[config.mk]
export PLATFORM = sky130hd
export DESIGN_NAME = issue_stage
export DESIGN_NICKNAME = d
export VERILOG_FILES = /design/src/verilog/issue_pkg.sv /design/src/verilog/inst_decoder.sv /design/src/verilog/inst_queue.sv /design/src/verilog/issue_dispatch.sv /design/src/verilog/issue_stage.sv
export SDC_FILE = /design/constraint.sdc
export NUM_CORES = 1
export LEC_CHECK = 0
export BUFFER_PORTS_ARGS = -buffer_cell sky130_fd_sc_hd__buf_2
export CORE_MARGIN = 1.5
export CORE_UTILIZATION = 38
export CTS_CLUSTER_SIZE = 25
export DETAILED_ROUTE_END_ITERATION = 12
export GPL_TIMING_DRIVEN = 0
export MAX_ROUTING_LAYER = met4
export PLACE_DENSITY = 0.65
export SLEW_MARGIN = 30
export SYNTH_ARGS = -nofsm -noshare
export SYNTH_HDL_FRONTEND = slang
export SYNTH_SLANG_ARGS = --single-unit
[constraint.sdc]
create_clock -name clk -period 7.7 [get_ports clk]
set_clock_uncertainty 0.2 [all_clocks]
set_input_delay 1.155 -clock clk [delete_from_list [all_inputs] [get_ports clk]]
set_output_delay 1.155 -clock clk [all_outputs]
set_load 0.01 [all_outputs]
[src/verilog/issue_pkg.sv]
package issue_pkg;

    ////////////////////////////////////////////////////////////
    // Widths
    ////////////////////////////////////////////////////////////

    localparam int XLEN   = 32;
    localparam int INST_W = 32;
    localparam int REG_W  = 5;
    localparam int KIND_W = 4;
    localparam int IMM_W  = 13;

    // Field positions in the raw instruction word
    localparam int OPC_LSB = 28;
    localparam int RD_LSB  = 23;
    localparam int RS1_LSB = 18;
    localparam int RS2_LSB = 13;

    ////////////////////////////////////////////////////////////
    // Instruction kind, straight from opcode bits 31..28
    ////////////////////////////////////////////////////////////

    typedef enum logic [KIND_W-1:0] {
        KIND_ALU    = 4'd0,
        KIND_MUL    = 4'd1,
        KIND_DIV    = 4'd2,
        KIND_LOAD   = 4'd3,
        KIND_STORE  = 4'd4,
        KIND_BRANCH = 4'd5,
        KIND_NOP    = 4'd6
    } inst_kind_e;

    // Decoded instruction as it travels through queue and dispatch
    typedef struct packed {
        logic              valid;
        logic [XLEN-1:0]   pc;
        inst_kind_e        kind;
        logic [REG_W-1:0]  rd;
        logic              rf_we;
        logic [REG_W-1:0]  raddr1;
        logic [REG_W-1:0]  raddr2;
        logic [XLEN-1:0]   imm;
    } inst_set_t;

endpackage

[src/verilog/inst_decoder.sv]
`timescale 1ns/1ps

module inst_decoder (
    input  logic [issue_pkg::INST_W-1:0] i_inst,
    input  logic [issue_pkg::XLEN-1:0]   i_pc,
    input  logic                         i_push,
    output issue_pkg::inst_set_t         o_set
);

    logic [issue_pkg::KIND_W-1:0] opcode;
    logic [issue_pkg::REG_W-1:0]  f_rd;
    logic [issue_pkg::REG_W-1:0]  f_rs1;
    logic [issue_pkg::REG_W-1:0]  f_rs2;
    issue_pkg::inst_kind_e        kind;

    assign opcode = i_inst[issue_pkg::OPC_LSB +: issue_pkg::KIND_W];
    assign f_rd   = i_inst[issue_pkg::RD_LSB  +: issue_pkg::REG_W];
    assign f_rs1  = i_inst[issue_pkg::RS1_LSB +: issue_pkg::REG_W];
    assign f_rs2  = i_inst[issue_pkg::RS2_LSB +: issue_pkg::REG_W];

    // Unused opcodes fall back to NOP
    always_comb begin
        case (opcode)
            issue_pkg::KIND_ALU:    kind = issue_pkg::KIND_ALU;
            issue_pkg::KIND_MUL:    kind = issue_pkg::KIND_MUL;
            issue_pkg::KIND_DIV:    kind = issue_pkg::KIND_DIV;
            issue_pkg::KIND_LOAD:   kind = issue_pkg::KIND_LOAD;
            issue_pkg::KIND_STORE:  kind = issue_pkg::KIND_STORE;
            issue_pkg::KIND_BRANCH: kind = issue_pkg::KIND_BRANCH;
            default:                kind = issue_pkg::KIND_NOP;
        endcase
    end

    always_comb begin
        o_set        = '0;
        o_set.valid  = i_push;
        o_set.pc     = i_pc;
        o_set.kind   = kind;
        o_set.imm    = {{(issue_pkg::XLEN - issue_pkg::IMM_W){i_inst[issue_pkg::IMM_W-1]}},
                        i_inst[issue_pkg::IMM_W-1:0]};

        case (kind)
            issue_pkg::KIND_ALU, issue_pkg::KIND_MUL, issue_pkg::KIND_DIV: begin
                o_set.rd     = f_rd;
                o_set.raddr1 = f_rs1;
                o_set.raddr2 = f_rs2;
            end
            issue_pkg::KIND_LOAD: begin
                // Base register only
                o_set.rd     = f_rd;
                o_set.raddr1 = f_rs1;
            end
            issue_pkg::KIND_STORE, issue_pkg::KIND_BRANCH: begin
                o_set.raddr1 = f_rs1;
                o_set.raddr2 = f_rs2;
            end
            default: begin
                // NOP reads and writes nothing
            end
        endcase

        // Writes to x0 are discarded
        o_set.rf_we = (o_set.rd != '0);
    end

endmodule

[src/verilog/inst_queue.sv]
`timescale 1ns/1ps

module inst_queue #(
    parameter int QUEUE_DEPTH = 8
) (
    input  logic                 clk,
    input  logic                 i_rst_n,
    input  logic                 i_flush,
    input  issue_pkg::inst_set_t i_set,
    input  logic [1:0]           i_pop_num,
    output issue_pkg::inst_set_t o_head1,
    output issue_pkg::inst_set_t o_head2,
    output logic                 o_full
);

    // Depth is a power of two, so the pointers wrap on their own
    localparam int PTR_W = $clog2(QUEUE_DEPTH);
    localparam int CNT_W = PTR_W + 1;

    issue_pkg::inst_set_t mem [QUEUE_DEPTH];

    logic [PTR_W-1:0] wr_ptr;
    logic [PTR_W-1:0] rd_ptr;
    logic [PTR_W-1:0] rd_ptr_p1;
    logic [CNT_W-1:0] count;
    logic             push;

    assign o_full    = (count == CNT_W'(QUEUE_DEPTH));
    assign push      = i_set.valid && !o_full && !i_flush;
    assign rd_ptr_p1 = rd_ptr + PTR_W'(1);

    ////////////////////////////////////////////////////////////
    // Storage
    ////////////////////////////////////////////////////////////

    always_ff @(posedge clk) begin
        if (push) begin
            mem[wr_ptr] <= i_set;
        end
    end

    ////////////////////////////////////////////////////////////
    // Pointers and occupancy
    ////////////////////////////////////////////////////////////

    always_ff @(posedge clk) begin
        if (!i_rst_n || i_flush) begin
            wr_ptr <= '0;
            rd_ptr <= '0;
            count  <= '0;
        end else begin
            if (push) begin
                wr_ptr <= wr_ptr + PTR_W'(1);
            end
            rd_ptr <= rd_ptr + PTR_W'(i_pop_num);
            count  <= count + CNT_W'(push) - CNT_W'(i_pop_num);
        end
    end

    ////////////////////////////////////////////////////////////
    // Oldest two entries, valid taken from occupancy
    ////////////////////////////////////////////////////////////

    always_comb begin
        o_head1       = mem[rd_ptr];
        o_head1.valid = (count >= CNT_W'(1));
        o_head2       = mem[rd_ptr_p1];
        o_head2.valid = (count >= CNT_W'(2));
    end

endmodule

[src/verilog/issue_dispatch.sv]
`timescale 1ns/1ps

module issue_dispatch (
    input  logic                 clk,
    input  logic                 i_rst_n,
    input  logic                 i_flush,
    input  logic                 i_stall,
    input  issue_pkg::inst_set_t i_set1,
    input  issue_pkg::inst_set_t i_set2,
    output issue_pkg::inst_set_t o_set1,
    output issue_pkg::inst_set_t o_set2,
    output logic [1:0]           o_issue_num
);

    // Load issued in the previous cycle
    logic                        last_ld;
    logic [issue_pkg::REG_W-1:0] ld_rd;

    logic lock1;
    logic lock2;
    logic alu1;
    logic both_br;
    logic raw;
    logic ld1_issued;
    logic ld2_issued;

    ////////////////////////////////////////////////////////////
    // Hazard terms
    ////////////////////////////////////////////////////////////

    // Load-use interlock per slot
    assign lock1 = last_ld && (ld_rd != '0) &&
                   ((ld_rd == i_set1.raddr1) || (ld_rd == i_set1.raddr2));
    assign lock2 = last_ld && (ld_rd != '0) &&
                   ((ld_rd == i_set2.raddr1) || (ld_rd == i_set2.raddr2));

    assign alu1    = (i_set1.kind == issue_pkg::KIND_ALU);
    assign both_br = (i_set1.kind == issue_pkg::KIND_BRANCH) &&
                     (i_set2.kind == issue_pkg::KIND_BRANCH);

    // Younger reads what the older one writes
    assign raw = i_set1.rf_we &&
                 ((i_set1.rd == i_set2.raddr1) || (i_set1.rd == i_set2.raddr2));

    ////////////////////////////////////////////////////////////
    // Issue decision, first match wins
    ////////////////////////////////////////////////////////////

    always_comb begin
        if (i_flush || i_stall) begin
            o_issue_num = 2'd0;
        end else if (!i_set1.valid) begin
            o_issue_num = 2'd0;
        end else if (lock1) begin
            o_issue_num = 2'd0;
        end else if (!i_set2.valid) begin
            o_issue_num = 2'd1;
        end else if (lock2) begin
            o_issue_num = 2'd1;
        end else if (!alu1) begin
            o_issue_num = 2'd1;
        end else if (both_br) begin
            o_issue_num = 2'd1;
        end else if (raw) begin
            o_issue_num = 2'd1;
        end else begin
            o_issue_num = 2'd2;
        end
    end

    // Payload passes through, only valid is rewritten
    always_comb begin
        o_set1       = i_set1;
        o_set1.valid = (o_issue_num != 2'd0);
        o_set2       = i_set2;
        o_set2.valid = (o_issue_num == 2'd2);
    end

    ////////////////////////////////////////////////////////////
    // Last-load tracking
    ////////////////////////////////////////////////////////////

    assign ld1_issued = o_set1.valid && (i_set1.kind == issue_pkg::KIND_LOAD);
    assign ld2_issued = o_set2.valid && (i_set2.kind == issue_pkg::KIND_LOAD);

    always_ff @(posedge clk) begin
        if (!i_rst_n) begin
            last_ld <= 1'b0;
        end else begin
            last_ld <= ld1_issued || ld2_issued;
        end
    end

    // Slot 2 is the younger one when both are loads
    always_ff @(posedge clk) begin
        if (ld2_issued) begin
            ld_rd <= i_set2.rd;
        end else if (ld1_issued) begin
            ld_rd <= i_set1.rd;
        end
    end

endmodule

[src/verilog/issue_stage.sv]
`timescale 1ns/1ps

module issue_stage #(
    parameter int QUEUE_DEPTH = 8
) (
    input  logic                         clk,
    input  logic                         i_rst_n,
    input  logic [issue_pkg::INST_W-1:0] i_inst,
    input  logic [issue_pkg::XLEN-1:0]   i_pc,
    input  logic                         i_push,
    input  logic                         i_flush,
    input  logic                         i_stall,
    output logic                         o_full,
    output issue_pkg::inst_set_t         o_slot1,
    output issue_pkg::inst_set_t         o_slot2,
    output logic [1:0]                   o_issue_num
);

    issue_pkg::inst_set_t dec_set;
    issue_pkg::inst_set_t head1;
    issue_pkg::inst_set_t head2;

    inst_decoder u_inst_decoder (
        .i_inst (i_inst),
        .i_pc   (i_pc),
        .i_push (i_push),
        .o_set  (dec_set)
    );

    inst_queue #(
        .QUEUE_DEPTH (QUEUE_DEPTH)
    ) u_inst_queue (
        .clk       (clk),
        .i_rst_n   (i_rst_n),
        .i_flush   (i_flush),
        .i_set     (dec_set),
        .i_pop_num (o_issue_num),
        .o_head1   (head1),
        .o_head2   (head2),
        .o_full    (o_full)
    );

    // Issue count doubles as the queue pop count
    issue_dispatch u_issue_dispatch (
        .clk         (clk),
        .i_rst_n     (i_rst_n),
        .i_flush     (i_flush),
        .i_stall     (i_stall),
        .i_set1      (head1),
        .i_set2      (head2),
        .o_set1      (o_slot1),
        .o_set2      (o_slot2),
        .o_issue_num (o_issue_num)
    );

endmodule

# Yosys cells after proc, flatten, opt, wreduce, memory -nomap -nowiden
# Memory sizes are Yosys's and may differ from the RTL's. A register that Yosys moved wholly into a read port is not among the register bits.
# Cells that the tools add are included.
# op_classes
n_addsub	5
order_cmp	2
eq_ne	22
mux	17
reduce_logical	28
# ops
cell	count
== test 5 bit	6
two-way mux 5 bit	5
one-hot mux 3 bit (6 select lines)	1
== test 4 x 2 -> 1 bit (second input constant)	4
== test 4 x 3 -> 1 bit (second input constant)	4
two-way mux 2 bit	8
zero test 4 bit	3
nonzero test 5 bit	2
logical AND 1 bit	9
adder 3 x 1 -> 3 bit (second input constant)	2
== test 3 x 2 -> 1 bit (second input constant)	2
== test 3 bit (second input constant)	2
logical OR 1 bit	6
OR reduction 6 bit	1
OR reduction 5 bit	1
adder 4 x 1 -> 4 bit	1
== test 4 x 1 -> 1 bit (second input constant)	1
== test 4 bit (second input constant)	1
>= comparator 4 x 1 -> 1 bit (second input constant)	1
>= comparator 4 x 2 -> 1 bit (second input constant)	1
nonzero test 2 bit	2
OR reduction 4 bit	1
subtractor 4 x 2 -> 4 bit	1
adder 3 x 2 -> 3 bit	1
5 further kinds	8
# totals
ff_bits	16
mem_bits_rw	672
in_bits	69
output_inout_bits	173
n_memories	1
# memory_table
memory	depth	width	rd	rd_clocked_by_memory_dff	write_ports	line_no	text
u_inst_queue.mem	8	84	2	1	1	inst_queue.sv:20	issue_pkg::inst_set_t mem [QUEUE_DEPTH];

# Depth between registers and ports, before layout
# An unclocked memory read counts as a cell.
# depth
depth_word	17
depth_mapped	19
ltp_nobuf	17

# Hierarchy
# Synthesis repeated with hierarchy kept, for this count alone.
# hier_totals
hier_cells	1689
area_unflattened_um2	33629.8
# by_module_without_submodules
mod	n_inst	cells_per_inst	area_per_inst_um2	seq_area_each_um2
inst_queue	1	1353	30950.9	20379.5
issue_dispatch	1	245	2026.9	170.2
inst_decoder	1	91	651.9	0.0

# Least setup slack after synthesis
# No wires, ideal clock.
# synth_timing
path_kind	input-to-reg
from	input i_push
to	memory u_inst_queue.mem[0][0] (netlist bit), enable pin
setup_time_ps	565
arrival_ps	5992
t_required_ps	6935
path_slack_ps	943
stages	3
n_path_buf	0
path_cell_list	nand2b_1 -> or3_1 -> nor3_1
# synth_between
elab_chain_cells	4
# synth_rtl
item	line_no	text
start, declared	issue_stage.sv:10	input logic i_push,
logical AND 1 bit (2 in series)	inst_queue.sv:29	assign push = i_set.valid && !o_full && !i_flush;
two-way mux 1 bit	inst_queue.sv:37	if (push) begin
two-way mux 1 bit (not written as such)	inst_queue.sv:38	mem[wr_ptr] <= i_set;
end, declared	inst_queue.sv:20	
# Every way passes these cells.

==> impl_metrics.tcl <==
set metrics [dict create \
    synthSimpleGateAreaFrac_pct 5.02 \
    powerDensity_nw_per_um2 207 \
    synth_cell_types 58 \
    crit_path_max_fanout 20 \
    p_comb_share_pct 6.9 \
    status "finished clean" \
    grt_pass1_vias 16018 \
    power.switching_fraction_pct 22.1 \
    die_x_microns 263 \
    rows 94 \
    cp_data_arrival_time_ps 5210 \
    via_per_inst 5.63 \
    syn_avg_cell_area_sq_um 17.6 \
    cts-root-buf "clkbuf_16" \
    ys_warn_count 0 \
    start_util_pct 38.7 \
    clk_pin_slew_ps 60 \
    syn2layout_area_growth_pct 20.0 \
    grt_pass1_wl_microns 109000 \
    synth_compound_area_share_pct 1.48 \
    drc 0 \
    finalSetupViolations 0 \
    core_area_sq_um 66200 \
    cts_hold_buf 0 \
    rsz0062_at_grt "false" \
    hold_violations 0 \
    relSlewSlack_pct 34.1 \
    hpwlAfterDp_microns 53500 \
    grt.busiest_layer "met2" \
    setup_ws_ps 1140 \
    htree_levels 2 \
    wirelength_microns 74000 \
    worstPathCellList "ha_1 > buf_2 > buf_2 > buf_2 > buf_2 > buf_2 > clkbuf_1 > mux4_2 > nand2_1 > nand2_1 > buf_4 > buf_2" \
    cts_buffer_depth 3 \
    grt_start_max_net_pins 21 \
    endpoint_kind "primary output" \
    yosys_most_used_dff "edfxtp_1" \
    final_cells 2728 \
    synth_top_area_cell "edfxtp_1" \
    final.setup.tns_ps 0 \
    synth_edf_count 517 \
    internal_power_w 0.00495 \
    die_h_microns 263 \
    synth_seq_area_share_pct 61.5 \
    crit_slowest_cell "clkbuf_1" \
    hold_path_class "reg -> reg" \
    grtUsageTotal_pct 22.2 \
    cts.sinks 528 \
    async_flop_share_pct 0 \
    drive_gt1_share_pct 41.7 \
    syn_area_sq_um 25600 \
    antenna_found_initial 7 \
    p_sw_w 0.00140 \
    critical_path_class "reg -> out" \
    tightest_slew_ps 988 \
    critPathRequiredTime_ps 6340 \
    die-area_sq_um 68900 \
    synthCells 1458 \
    critPathMaxStageDelay_ps 640 \
    synth_xor_xnor_area_share_pct 2.43 \
    min_period_ps 6560 \
    place.gp.congestion 0.893 \
    yosys.area_share.adder_pct 0.694 \
    use_met1_pct 28.3 \
    dp_slack_ps 1690 \
    clock_latency_ps 640 \
    gr-usage-met2_pct 36.2 \
    drt_iter0_drc 1668 \
    numPortBuffers 239 \
    synth_area_leaders "edfxtp_1 61%, mux4_2 21%, nand2_1 2.9%, mux2_2 2.6%, mux2i_1 1.7%" \
    ys_ff_latch 528 \
    synth.area.mux_share_pct 25.7 \
    drv_slew 0 \
    synth_top_area_share_pct 60.7 \
    max_cap_viol_count 0 \
    place_inst 2612 \
    cts-buffers-inserted 58 \
    holdWs_ps 396 \
    wl_per_cell_microns 27.1 \
    cp_common_cell "buf_2" \
    boundaryPins 242 \
    p_leak_nw 10.3 \
    synth_top_family_by_area "multiplexers" \
    grt_overflow 0 \
    power_frac_clock_pct 42.8 \
    nets 1890 \
    finish.utilization_pct 46.4 \
    cts_resized 0 \
    p_seq_share_pct 50.4 \
    start_kind "flip-flop" \
    ant_nets 0 \
    peakVddDrop_mv 0.202 \
    num_vias 15372 \
    dr.pass1.iters 6 \
    met3_usage_pct 4.48 \
    post-route-period-util_pct 85.2 \
    fmax_mhz 152 \
    cts_tree "yes" \
    post-cts-setup-buffers 0 \
    num-fill-cells 5638 \
]
==> cell type report <==
class / count / area [sq um] / share of cell area [%]
clock inverter: 32 / 319 / 1.04
multi-input combinational: 784 / 9110 / 29.7
buffer: 128 / 746 / 2.43
sequential: 528 / 15700 / 51.3
clock buffer: 75 / 1540 / 5.00
inverter: 19 / 71.3 / 0.232
tap: 864 / 1080 / 3.52
antenna: 9 / 22.5 / 0.0733
timing repair buffer: 289 / 2070 / 6.76
==> cell usage after synthesis, types with 2 or more instances <==
master and number:
edfxtp_1 517, mux4_2 237, nand2_1 201, mux2_2 60, buf_4 45, mux2i_1 44
xnor2_1 43, buf_1 33, nor2_1 30, xor2_1 28, clkbuf_1 27, inv_1 18
buf_2 17, and2_1 15, dfxtp_1 11, ha_1 11, nor2b_1 11, nand3_1 10
o21ai_0 10, mux2_4 6, o21a_1 6, a211oi_1 5, a21oi_1 5, a22oi_1 5
buf_6 5, o22ai_1 5, nand2b_1 4, nand4_1 4, nor3_1 4, a2111oi_0 3
a31oi_1 3, a21o_1 2, and3_1 2, fa_1 2, mux2i_4 2, nor4_1 2
or2_2 2, or3_1 2, or4_1 2
==> routing by layer <==
metal	up-vias	routed length, microns
li1	6511	-
met2	713	36800
met5	-	0
met4	0	1750
met1	8041	29600
met3	107	5800
==> sequential cells by signal, summed over array words and instances (netlist names) <==
signal / flops
u_inst_queue.count: 4
u_issue_dispatch.last_ld: 1
u_inst_queue.mem: 512
u_inst_queue.rd_ptr: 3
u_inst_queue.wr_ptr: 3
u_issue_dispatch.ld_rd: 5
==> placed cells by master, fill, tap and decap left out, types with 41 or more instances in the layout <==
master and count:
buf_4 65, xnor2_1 43, clkbuf_1 41, edfxtp_1 517, buf_2 268, mux2i_1 44
clkbuf_16 59, mux4_2 237, mux2_2 60, nand2_1 201
==> worst max-delay path: cells and delay by family (launching register included) <==
family                     cells  cell delay, ps
adders and majority gates      1             290
buffers and inverters          8            3000
and+or+nand+nor                2             490
muxes                          1             400
DFF                            1             360
==> stage by stage <==
step / power [W] / cell area [sq um]
final: 0.00636 / 30700
after CTS: 0.00641 / 30700
after global routing: 0.00655 / 30700
after detailed placement: 0.00370 / 28800
after floorplan: 0.00351 / 25600
after global placement: 0.00369 / 27900
==> worst paths after layout <==
kind,from,slack [ps],endpoint,cells past startpoint
hold reg to reg,u_inst_queue.wr_ptr[0]$_SDFFE_PP0P_,400,u_inst_queue.wr_ptr[0]$_SDFFE_PP0P_,2
setup reg to reg,u_inst_queue.rd_ptr[0]$_SDFF_PP0_,2740,u_inst_queue.count[3]$_SDFF_PP0_,16
setup / recovery,u_inst_queue.rd_ptr[1]$_SDFF_PP0_,1140,o_slot2[25],12
hold / removal,u_inst_queue.wr_ptr[0]$_SDFFE_PP0P_,400,u_inst_queue.wr_ptr[0]$_SDFFE_PP0P_,2
==> kinds of logic (layout without fill, tap and decap cells) <==
| family | count (synthesis) | after routing |
|---|---|---|
| AOI/OAI and AO/OA | 53 | 53 |
| xor gates and xnor gates | 71 | 71 |
| adders and majority gates | 13 | 13 |
| buffers and inverters | 147 | 543 |
| DFF | 528 | 528 |
| muxes | 349 | 349 |
| other | 1 | 11 |
| and+or+nand+nor | 296 | 296 |
==> power by group through the flow <==
| stage | Combinational [W] | Clock (W) | Sequential (W) |
|---|---|---|---|
| floorplan | 0.000251 | 0 | 0.00326 |
| global placement | 0.000416 | 0 | 0.00327 |
| detailed placement | 0.000437 | 0 | 0.00326 |
| CTS | 0.000439 | 0.00276 | 0.00320 |
| global route | 0.000469 | 0.00288 | 0.00321 |
| finish | 0.000436 | 0.00272 | 0.00320 |
Power figures use the tool's default switching activity.
